==> config.mk <==
export PLATFORM = sky130hd
export DESIGN_NAME = hilo_writeback
export DESIGN_NICKNAME = d
export VERILOG_FILES = /design/src/common/hilo_pkg.sv /design/src/hilo/hilo_decode.sv /design/src/hilo/hilo_execute.sv /design/src/hilo/hilo_result.sv /design/src/hilo/hilo_writeback.sv
export VERILOG_INCLUDE_DIRS = /design/src /design/src/common
export SDC_FILE = /design/constraint.sdc
export NUM_CORES = 1
export LEC_CHECK = 0
export BUFFER_PORTS_ARGS = -buffer_cell sky130_fd_sc_hd__clkbuf_2
export CAP_MARGIN = 20
export CORE_AREA = 3 3 260 326
export CTS_CLUSTER_SIZE = 20
export DETAILED_ROUTE_END_ITERATION = 7
export DIE_AREA = 0 0 263 329
export GPL_TIMING_DRIVEN = 0
export PLACE_DENSITY = 0.57
export RECOVER_POWER = 25
export SYNTH_ARGS = -nofsm -noshare
export SYNTH_HDL_FRONTEND = slang
export SYNTH_SLANG_ARGS = --single-unit
==> constraint.sdc <==
create_clock -name clk -period 5.66 [get_ports clk]
set_input_delay 0.283 -clock clk [delete_from_list [all_inputs] [get_ports clk]]
set_output_delay 0.283 -clock clk [all_outputs]
set_load 0.005 [all_outputs]
==> src/common/hilo_config.svh <==
`ifndef HILO_CONFIG_SVH
`define HILO_CONFIG_SVH

// width of one data word
// HI and LO are one word each
`define HILO_WORD_W 32

// retiring slots per cycle
// slot 1 is the older instruction, slot 0 the younger
`define HILO_SLOTS 2

// HI and LO after reset
`define HILO_RESET_VAL {`HILO_WORD_W{1'b0}}

`endif

==> src/common/hilo_pkg.sv <==
`default_nettype none

`include "hilo_config.svh"

package hilo_pkg;

    typedef logic [`HILO_WORD_W-1:0]   word_t;
    typedef logic [2*`HILO_WORD_W-1:0] dword_t;

    // operations that retire into HI/LO
    typedef enum logic [2:0] {
        HILO_NOP  = 3'd0,
        HILO_MTHI = 3'd1,
        HILO_MTLO = 3'd2,
        HILO_MULT = 3'd3,
        HILO_MADD = 3'd4,
        HILO_MSUB = 3'd5
    } hilo_op_t;

    // one retiring instruction as it leaves the memory stages
    typedef struct packed {
        logic     valid;
        hilo_op_t op;
        word_t    srca;
        dword_t   product;
    } retire_slot_t;

    // decoded write controls for one slot
    typedef struct packed {
        logic   hi_write;
        logic   lo_write;
        logic   from_srca;
        logic   accum_add;
        logic   accum_sub;
        word_t  srca;
        dword_t product;
    } hilo_ctl_t;

    // merged write into the HI/LO registers
    typedef struct packed {
        logic  hi_we;
        logic  lo_we;
        word_t hi_data;
        word_t lo_data;
    } hilo_update_t;

endpackage

`default_nettype wire

==> src/hilo/hilo_decode.sv <==
`timescale 1ns/1ps
`default_nettype none

`include "hilo_config.svh"

module hilo_decode (
    input  wire logic                                 clk,
    input  wire logic                                 reset,
    input  wire hilo_pkg::retire_slot_t [`HILO_SLOTS-1:0] i_slots,
    input  wire logic                                 i_flush,
    output hilo_pkg::hilo_ctl_t [`HILO_SLOTS-1:0]     o_ctl
);
    import hilo_pkg::*;

    retire_slot_t [`HILO_SLOTS-1:0] slots_q;

    // writeback pipeline register
    // reset or flush leaves both slots empty
    always_ff @(posedge clk) begin
        for (int i = 0; i < `HILO_SLOTS; i++) begin
            if (reset || i_flush) begin
                slots_q[i].valid <= 1'b0;
            end else begin
                slots_q[i].valid <= i_slots[i].valid;
            end
            slots_q[i].op      <= i_slots[i].op;
            slots_q[i].srca    <= i_slots[i].srca;
            slots_q[i].product <= i_slots[i].product;
        end
    end

    // per-slot decode into write enables and value source
    always_comb begin
        for (int i = 0; i < `HILO_SLOTS; i++) begin
            o_ctl[i]         = '0;
            o_ctl[i].srca    = slots_q[i].srca;
            o_ctl[i].product = slots_q[i].product;
            if (slots_q[i].valid) begin
                case (slots_q[i].op)
                    HILO_MTHI: begin
                        o_ctl[i].hi_write  = 1'b1;
                        o_ctl[i].from_srca = 1'b1;
                    end
                    HILO_MTLO: begin
                        o_ctl[i].lo_write  = 1'b1;
                        o_ctl[i].from_srca = 1'b1;
                    end
                    HILO_MULT: begin
                        o_ctl[i].hi_write = 1'b1;
                        o_ctl[i].lo_write = 1'b1;
                    end
                    HILO_MADD: begin
                        o_ctl[i].hi_write  = 1'b1;
                        o_ctl[i].lo_write  = 1'b1;
                        o_ctl[i].accum_add = 1'b1;
                    end
                    HILO_MSUB: begin
                        o_ctl[i].hi_write  = 1'b1;
                        o_ctl[i].lo_write  = 1'b1;
                        o_ctl[i].accum_sub = 1'b1;
                    end
                    default: ;
                endcase
            end
        end
    end

    // an instruction that made it to writeback must carry a known operation
    for (genvar g = 0; g < `HILO_SLOTS; g++) begin : g_op_chk
        a_op_legal: assert property (@(posedge clk) disable iff (reset)
            slots_q[g].valid |-> slots_q[g].op inside
                {HILO_NOP, HILO_MTHI, HILO_MTLO, HILO_MULT, HILO_MADD, HILO_MSUB});
    end

endmodule

`default_nettype wire

==> src/hilo/hilo_execute.sv <==
`timescale 1ns/1ps
`default_nettype none

`include "hilo_config.svh"

module hilo_execute (
    input  wire logic                                  clk,
    input  wire logic                                  reset,
    input  wire hilo_pkg::hilo_ctl_t [`HILO_SLOTS-1:0] i_ctl,
    input  wire hilo_pkg::word_t                       i_hi,
    input  wire hilo_pkg::word_t                       i_lo,
    output hilo_pkg::hilo_update_t                     o_update
);
    import hilo_pkg::*;

    dword_t hilo_cur;

    // both slots see the HI:LO held in the registers, not each other's result
    assign hilo_cur = {i_hi, i_lo};

    // candidate HI:LO for one slot
    // a move puts srca in both halves and the write enable picks the half
    function automatic dword_t slot_value(input hilo_ctl_t ctl, input dword_t cur);
        dword_t val;
        if (ctl.from_srca) begin
            val = {ctl.srca, ctl.srca};
        end else if (ctl.accum_add) begin
            val = cur + ctl.product;
        end else if (ctl.accum_sub) begin
            val = cur - ctl.product;
        end else begin
            val = ctl.product;
        end
        return val;
    endfunction

    always_comb begin
        word_t cand_hi;
        word_t cand_lo;
        o_update = '0;
        // older slot first, so slot 0 overwrites whatever slot 1 wrote
        for (int i = `HILO_SLOTS - 1; i >= 0; i--) begin
            {cand_hi, cand_lo} = slot_value(i_ctl[i], hilo_cur);
            if (i_ctl[i].hi_write) begin
                o_update.hi_we   = 1'b1;
                o_update.hi_data = cand_hi;
            end
            if (i_ctl[i].lo_write) begin
                o_update.lo_we   = 1'b1;
                o_update.lo_data = cand_lo;
            end
        end
    end

    // decode gives one accumulate direction at most
    for (genvar g = 0; g < `HILO_SLOTS; g++) begin : g_accum_chk
        a_accum_excl: assert property (@(posedge clk) disable iff (reset)
            !(i_ctl[g].accum_add && i_ctl[g].accum_sub));
    end

endmodule

`default_nettype wire

==> src/hilo/hilo_result.sv <==
`timescale 1ns/1ps
`default_nettype none

`include "hilo_config.svh"

module hilo_result (
    input  wire logic                   clk,
    input  wire logic                   reset,
    input  wire hilo_pkg::hilo_update_t i_update,
    output hilo_pkg::word_t             o_hi,
    output hilo_pkg::word_t             o_lo
);
    import hilo_pkg::*;

    word_t hi_q;
    word_t lo_q;

    // architectural HI with its own enable
    always_ff @(posedge clk) begin
        if (reset) begin
            hi_q <= `HILO_RESET_VAL;
        end else if (i_update.hi_we) begin
            hi_q <= i_update.hi_data;
        end
    end

    // architectural LO
    always_ff @(posedge clk) begin
        if (reset) begin
            lo_q <= `HILO_RESET_VAL;
        end else if (i_update.lo_we) begin
            lo_q <= i_update.lo_data;
        end
    end

    assign o_hi = hi_q;
    assign o_lo = lo_q;

    // X on an enable would corrupt HI/LO silently
    a_we_known: assert property (@(posedge clk) disable iff (reset)
        !$isunknown({i_update.hi_we, i_update.lo_we}));

endmodule

`default_nettype wire

==> src/hilo/hilo_writeback.sv <==
`timescale 1ns/1ps
`default_nettype none

`include "hilo_config.svh"

module hilo_writeback (
    input  wire logic                                     clk,
    input  wire logic                                     reset,
    input  wire hilo_pkg::retire_slot_t [`HILO_SLOTS-1:0] i_slots,
    input  wire logic                                     i_flush,
    output hilo_pkg::word_t                               o_hi,
    output hilo_pkg::word_t                               o_lo
);
    import hilo_pkg::*;

    hilo_ctl_t [`HILO_SLOTS-1:0] ctl;
    hilo_update_t                update;

    // writeback register and decode
    hilo_decode decode_i (
        .clk     (clk),
        .reset   (reset),
        .i_slots (i_slots),
        .i_flush (i_flush),
        .o_ctl   (ctl)
    );

    // current HI/LO fed back for accumulates
    hilo_execute execute_i (
        .clk      (clk),
        .reset    (reset),
        .i_ctl    (ctl),
        .i_hi     (o_hi),
        .i_lo     (o_lo),
        .o_update (update)
    );

    hilo_result result_i (
        .clk      (clk),
        .reset    (reset),
        .i_update (update),
        .o_hi     (o_hi),
        .o_lo     (o_lo)
    );

endmodule

`default_nettype wire

; Word-level counts from Yosys, hierarchy flattened
; Index checks and enable logic that the tools add are counted.
[word_totals]
ff_bits = 264
input_bits = 203
out_inout_bits = 64
elab_cells = 57
[op_classes]
n_addsub = 4
n_eq_ne = 10
muxes = 26
n_reduce_logical = 7
[op_table]
columns = op, count
row1 = 64-bit two-way mux, 6
row2 = 64-bit adder, 2
row3 = 32-bit two-way mux, 4
row4 = 64-bit subtractor, 2
row5 = 4-bit OR reduction, 4
row6 = 1-bit two-way mux, 14
row7 = 3-bit by 2-bit == test with 1-bit output (second input constant), 4
row8 = 3-bit == test (second input constant), 4
row9 = 5-bit two-way mux, 2
row10 = 3-bit by 1-bit == test with 1-bit output (second input constant), 2
row11 = 2-bit OR reduction, 2
row12 = 1-bit logical OR, 1

; Longest topological paths before layout
[depth]
depth_word = 9
mapped_depth = 15
ltp_nobuf = 15

; Cells and area by module
; Synthesis repeated with hierarchy kept, for this count alone.
[hier_totals]
hier_cells = 3705
area_unflattened_um2 = 27532.7
[modules_own_cells]
columns = mod, n_inst, cells_per_inst, area_per_inst_um2, seq_area_each_um2
row1 = hilo_execute, 1, 3086, 19587.5, 0.0
row2 = hilo_decode, 1, 412, 5605.4, 4003.8
row3 = hilo_result, 1, 207, 2339.7, 1281.2

; Least setup slack after synthesis
; OpenSTA, ideal clock, no wires.
[synth_timing]
path_type = reg-to-reg
from = register result_i.lo_q[1] (netlist: result_i.o_lo[1])
to = register result_i.hi_q[30] (netlist: result_i.o_hi[30])
setup_time_ns = 0.134
arrival_ns = 3.827
required_ns = 5.526
setup_slack_ns = 1.699
stages_incl_launch_ff = 15
path_buffers = 0
period_less_slack_ns = 3.961
cell_sequence = dfxtp_1 > inv_1 > fa_1 > nor2b_1 > o31a_1 > a2111oi_0 > o21bai_1 > a22o_1 > a31oi_1 > o41ai_1 > o211ai_1 > a221oi_1 > xnor2_1 > a211oi_1 > or4_1
[synth_via]
elab_chain_cells = 6
elab_cells_between_ends = 12
classes_between = 4 x add/sub / 8 x mux
[synth_rtl]
columns = element, line_no
row1 = "start, declared", hilo_result.sv:16  ; word_t lo_q;
row2 = "start signal, assigned", hilo_result.sv:30  ; lo_q <= `HILO_RESET_VAL;
row3 = "start signal, assigned", hilo_result.sv:32  ; lo_q <= i_update.lo_data;
row4 = 64-bit subtractor, hilo_execute.sv:30  ; val = cur - ctl.product;
row5 = 64-bit two-way mux, hilo_execute.sv:29  ; end else if (ctl.accum_sub) begin
row6 = 64-bit two-way mux, hilo_execute.sv:27  ; end else if (ctl.accum_add) begin
row7 = 64-bit two-way mux, hilo_execute.sv:25  ; if (ctl.from_srca) begin
row8 = 32-bit two-way mux, hilo_execute.sv:44  ; if (i_ctl[i].hi_write) begin
row9 = 32-bit two-way mux *, hilo_execute.sv:44
row10 = "end signal, assigned", hilo_result.sv:21  ; hi_q <= `HILO_RESET_VAL;
row11 = "end signal, assigned", hilo_result.sv:23  ; hi_q <= i_update.hi_data;
row12 = "end, declared", hilo_result.sv:15  ; word_t hi_q;
; Every way passes the cells marked *; elsewhere a longest branch is shown, timed or not.
; A chain may end at the register's enable or synchronous reset.

; Worst setup path after layout
[layout_timing]
from = register result_i.lo_q[9] (netlist: result_i.o_lo[9])
to = register result_i.hi_q[21] (netlist: result_i.o_hi[21])
; Same word-level chain as after synthesis.

==> flow_metrics.env <==
export IMPL_worstPathMaxFanout=8
export IMPL_synth_fp_nets=3844
export IMPL_syn_area_um2=24400
export IMPL_slew_limit_headroom_pct=20.0
export IMPL_r2r_slack_ns=-0.02
export IMPL_drc=0
export IMPL_rsz0062_at_grt="false"
export IMPL_startpoint_type="flop"
export IMPL_ys_seq_area_share_pct=21.6
export IMPL_final_area_um2=30100
export IMPL_coreArea_um2=81700
export IMPL_cts_buffers=29
export IMPL_tightestPinTransition_ns=1.17
export IMPL_area_delta_synth_final_pct=23.3
export IMPL_criticalPathCategory="reg2reg"
export IMPL_cts_sinks=264
export IMPL_cp_arrival_ns=6.13
export IMPL_drt_iter0_markers=3709
export IMPL_clkLatencyLatePin_ns=0.63
export IMPL_first_pass_iters=6
export IMPL_grt_ovfl_total=0
export IMPL_worstSetupPathDepth=14
export IMPL_synthTopCellsByCount="417 x a21oi_1, 308 x nor2_1, 264 x dfxtp_1"
export IMPL_grt_pass1_wl_um=201000
export IMPL_critPathSlowestCell="dfxtp_1"
export IMPL_syn_inst=3384
export IMPL_fin_crit_sh_pct=100
export IMPL_synth_top_cell_area_share_pct=21.6
export IMPL_power_density_nw_per_um2=210
export IMPL_worstReg2RegEnd="result_i.o_hi[21]"
export IMPL_ys_ff_latch=264
export IMPL_async_reset_ff_share_pct=0
export IMPL_die_w_um=263
export IMPL_first_global_vias=28856
export IMPL_ir_worst_vdd_v=0.000245
export IMPL_setup_viol=1
export IMPL_ant_nets=0
export IMPL_drt_wirelength_per_cell_um=28.4
export IMPL_max_freq_mhz=176
export IMPL_yosys_most_used_dff="dfxtp_1"
export IMPL_via_count=29773
export IMPL_avgSynthCellArea_um2=7.22
export IMPL_clkSlewWorstSetupHoldPaths_ns=0.08
export IMPL_layout_setup_ws_ns=-0.0226
export IMPL_end_kind="flop"
export IMPL_antenna_found_initial=7
export IMPL_dp_slack_ns=0.268
export IMPL_wirelength_um=142000
export IMPL_path_buf_inv=1
export IMPL_io_pins=267
export IMPL_initial_core_util_pct=29.9
export IMPL_grt_max_degree=17
export IMPL_reg2regPathDepth=14
export IMPL_final_layout_size_suffix_gt1_share_pct=9.16
export IMPL_cp_cell_sequence="ha_1 > clkbuf_1 > or3_1 > or3_1 > a211oi_1 > a2111oi_0 > nor3_1 > a211o_1 > a31oi_1 > o211ai_1 > mux2i_1 > o211ai_1 > o21ai_0 > o311ai_0"
export IMPL_place_gp_congestion=1.02
export IMPL_fin_util_pct=36.9
export IMPL_num_rows=117
export IMPL_placed_cell_area_um2=27100
export IMPL_yosys_top_cells_area="dfxtp_1 22%, ha_1 13%, a21oi_1 8.5%"
export IMPL_slew_viol_final=0
export IMPL_root_buffer="clkbuf_16"
export IMPL_hold_viol=0
export IMPL_post_route_min_period_ns=5.68
export IMPL_clock_skew_ns=0.0308
export IMPL_synth_edff_count=0
export IMPL_nets=4345
export IMPL_worstSetupEndpoint="result_i.o_hi[21]"
export IMPL_cp_slowest_stage_delay_ns=0.71
export IMPL_synth_top_area_cell="dfxtp_1"
export IMPL_path_delay_family="compound AO/OA/AOI/OAI gates"
export IMPL_setup_tns_ns=-0.0226
export IMPL_yosys_cell_types_count=83
export IMPL_holdCritPathClass="in2reg"
export IMPL_failed_checks="setup timing"
export IMPL_yosysWarnings=0
export IMPL_dieArea_um2=86500
export IMPL_leakage_nw=13.0
export IMPL_startpoint="result_i.o_lo[9]"
export IMPL_grt_total_usage_pct=31.2
export IMPL_outcome="finished with violations"
export IMPL_final_cell_count_no_fill=4982
export IMPL_r2r_start="result_i.o_lo[9]"
export IMPL_viasPerCell=5.98
export IMPL_cts_tree="built"
export IMPL_die_h_um=329
export IMPL_dp_cells=4724
export IMPL_clk_path_buf_depth=3
export IMPL_cap_violations=0
export IMPL_cts_setup_buffers=0
export IMPL_io_buffers=266
export IMPL_synth_most_common_cell="a21oi_1"
export IMPL_holdWs_ns=0.289
export IMPL_power_mw=6.32
export IMPL_required_ns=6.11
export IMPL_hpwl_um=115000
export IMPL_htreeDepth=1
[how the worst min path moves through the flow]
stage	slack, ns	endpoint	startpoint	depth (start not counted)
CTS	0.25	result_i.o_hi[4]	reset	5
global placement	0.39	decode_i.o_ctl[103]	i_slots[102]	1
finish	0.29	decode_i.o_ctl[135]	i_slots[134]	2
global route	0.27	decode_i.o_ctl[136]	i_slots[135]	2
detailed placement	0.39	decode_i.o_ctl[84]	i_slots[84]	1
floorplan	0.31	decode_i.o_ctl[0]	i_slots[0]	0
[layer usage]
layer | vias to the layer above | GRT usage (%) | wire, µm
li1 | 13360 | - | -
met5 | - | 0 | 16
met2 | 1767 | 48.7 | 60000
met1 | 14174 | 38.6 | 56000
met4 | 2 | 22.1 | 12400
met3 | 470 | 6.10 | 13100
[registers in the layout (all words and copies together) (netlist names)]
| signal | count |
|---|---|
| decode_i.o_ctl | 192 |
| decode_i.slots_q | 8 |
| result_i.o_hi | 32 |
| result_i.o_lo | 32 |
[where the power goes]
group          total (mW)  switching (mW)  internal [mW]  leakage, nW
clock                2.03           0.918           1.12        0.469
sequential           2.23           0.265           1.96         2.21
combinational        2.06            1.33          0.730         10.3
total                6.32            2.51           3.81         13.0
[area by class of cell]
type,instances,area (µm²)
Antenna cell,4,10.0
Buffer,206,783
Clock buffer,36,762
Clock inverter,17,220
Fill cell,8839,51500
Inverter,259,972
Multi-Input combinational cell,2655,17400
Sequential cell,264,5290
Tap cell,1071,1340
Timing Repair Buffer,470,3360
[cells in the final DEF (no fill, tap or decap), drive strengths merged, types with 18 or more instances in the layout]
cell,count
clkbuf,482
a21oi,419
nor2,308
dfxtp,264
inv,260
o21ai,259
ha,253
nand2,230
dlygate4sd3,201
xnor2,111
nor3,78
nand3,70
o211ai,68
a21o,64
o21bai,64
a211oi,52
nor4,52
nand4,50
o31ai,49
nor2b,41
a31oi,38
o221ai,29
buf,29
nand2b,28
a221oi,27
o22ai,26
mux2i,20
and3,19
o21a,18
o311ai,18
[logic make-up (layout without fill, tap and decap cells)]
group           after synthesis  count (layout)  share of synthesized area, %
xor+xnor                    126             126                          4.51
buf+inv                     465             988                          7.18
flops                       264             264                          21.6
compound gates             1290            1290                          33.9
mux                          21              21                         0.865
fa+ha+maj                   257             257                          13.3
other cells                   0               4                             0
simple gates                961             961                          18.7
[timing repair]
| item | in CTS | in global routing |
|---|---|---|
| endpoints found under the setup margin | 0 | 1 |
| hold buffers | 201 | 0 |
| resized for setup | 0 | 1 |
| hold endpoints to repair | 200 | 0 |
Power figures use the tool's default switching activity.
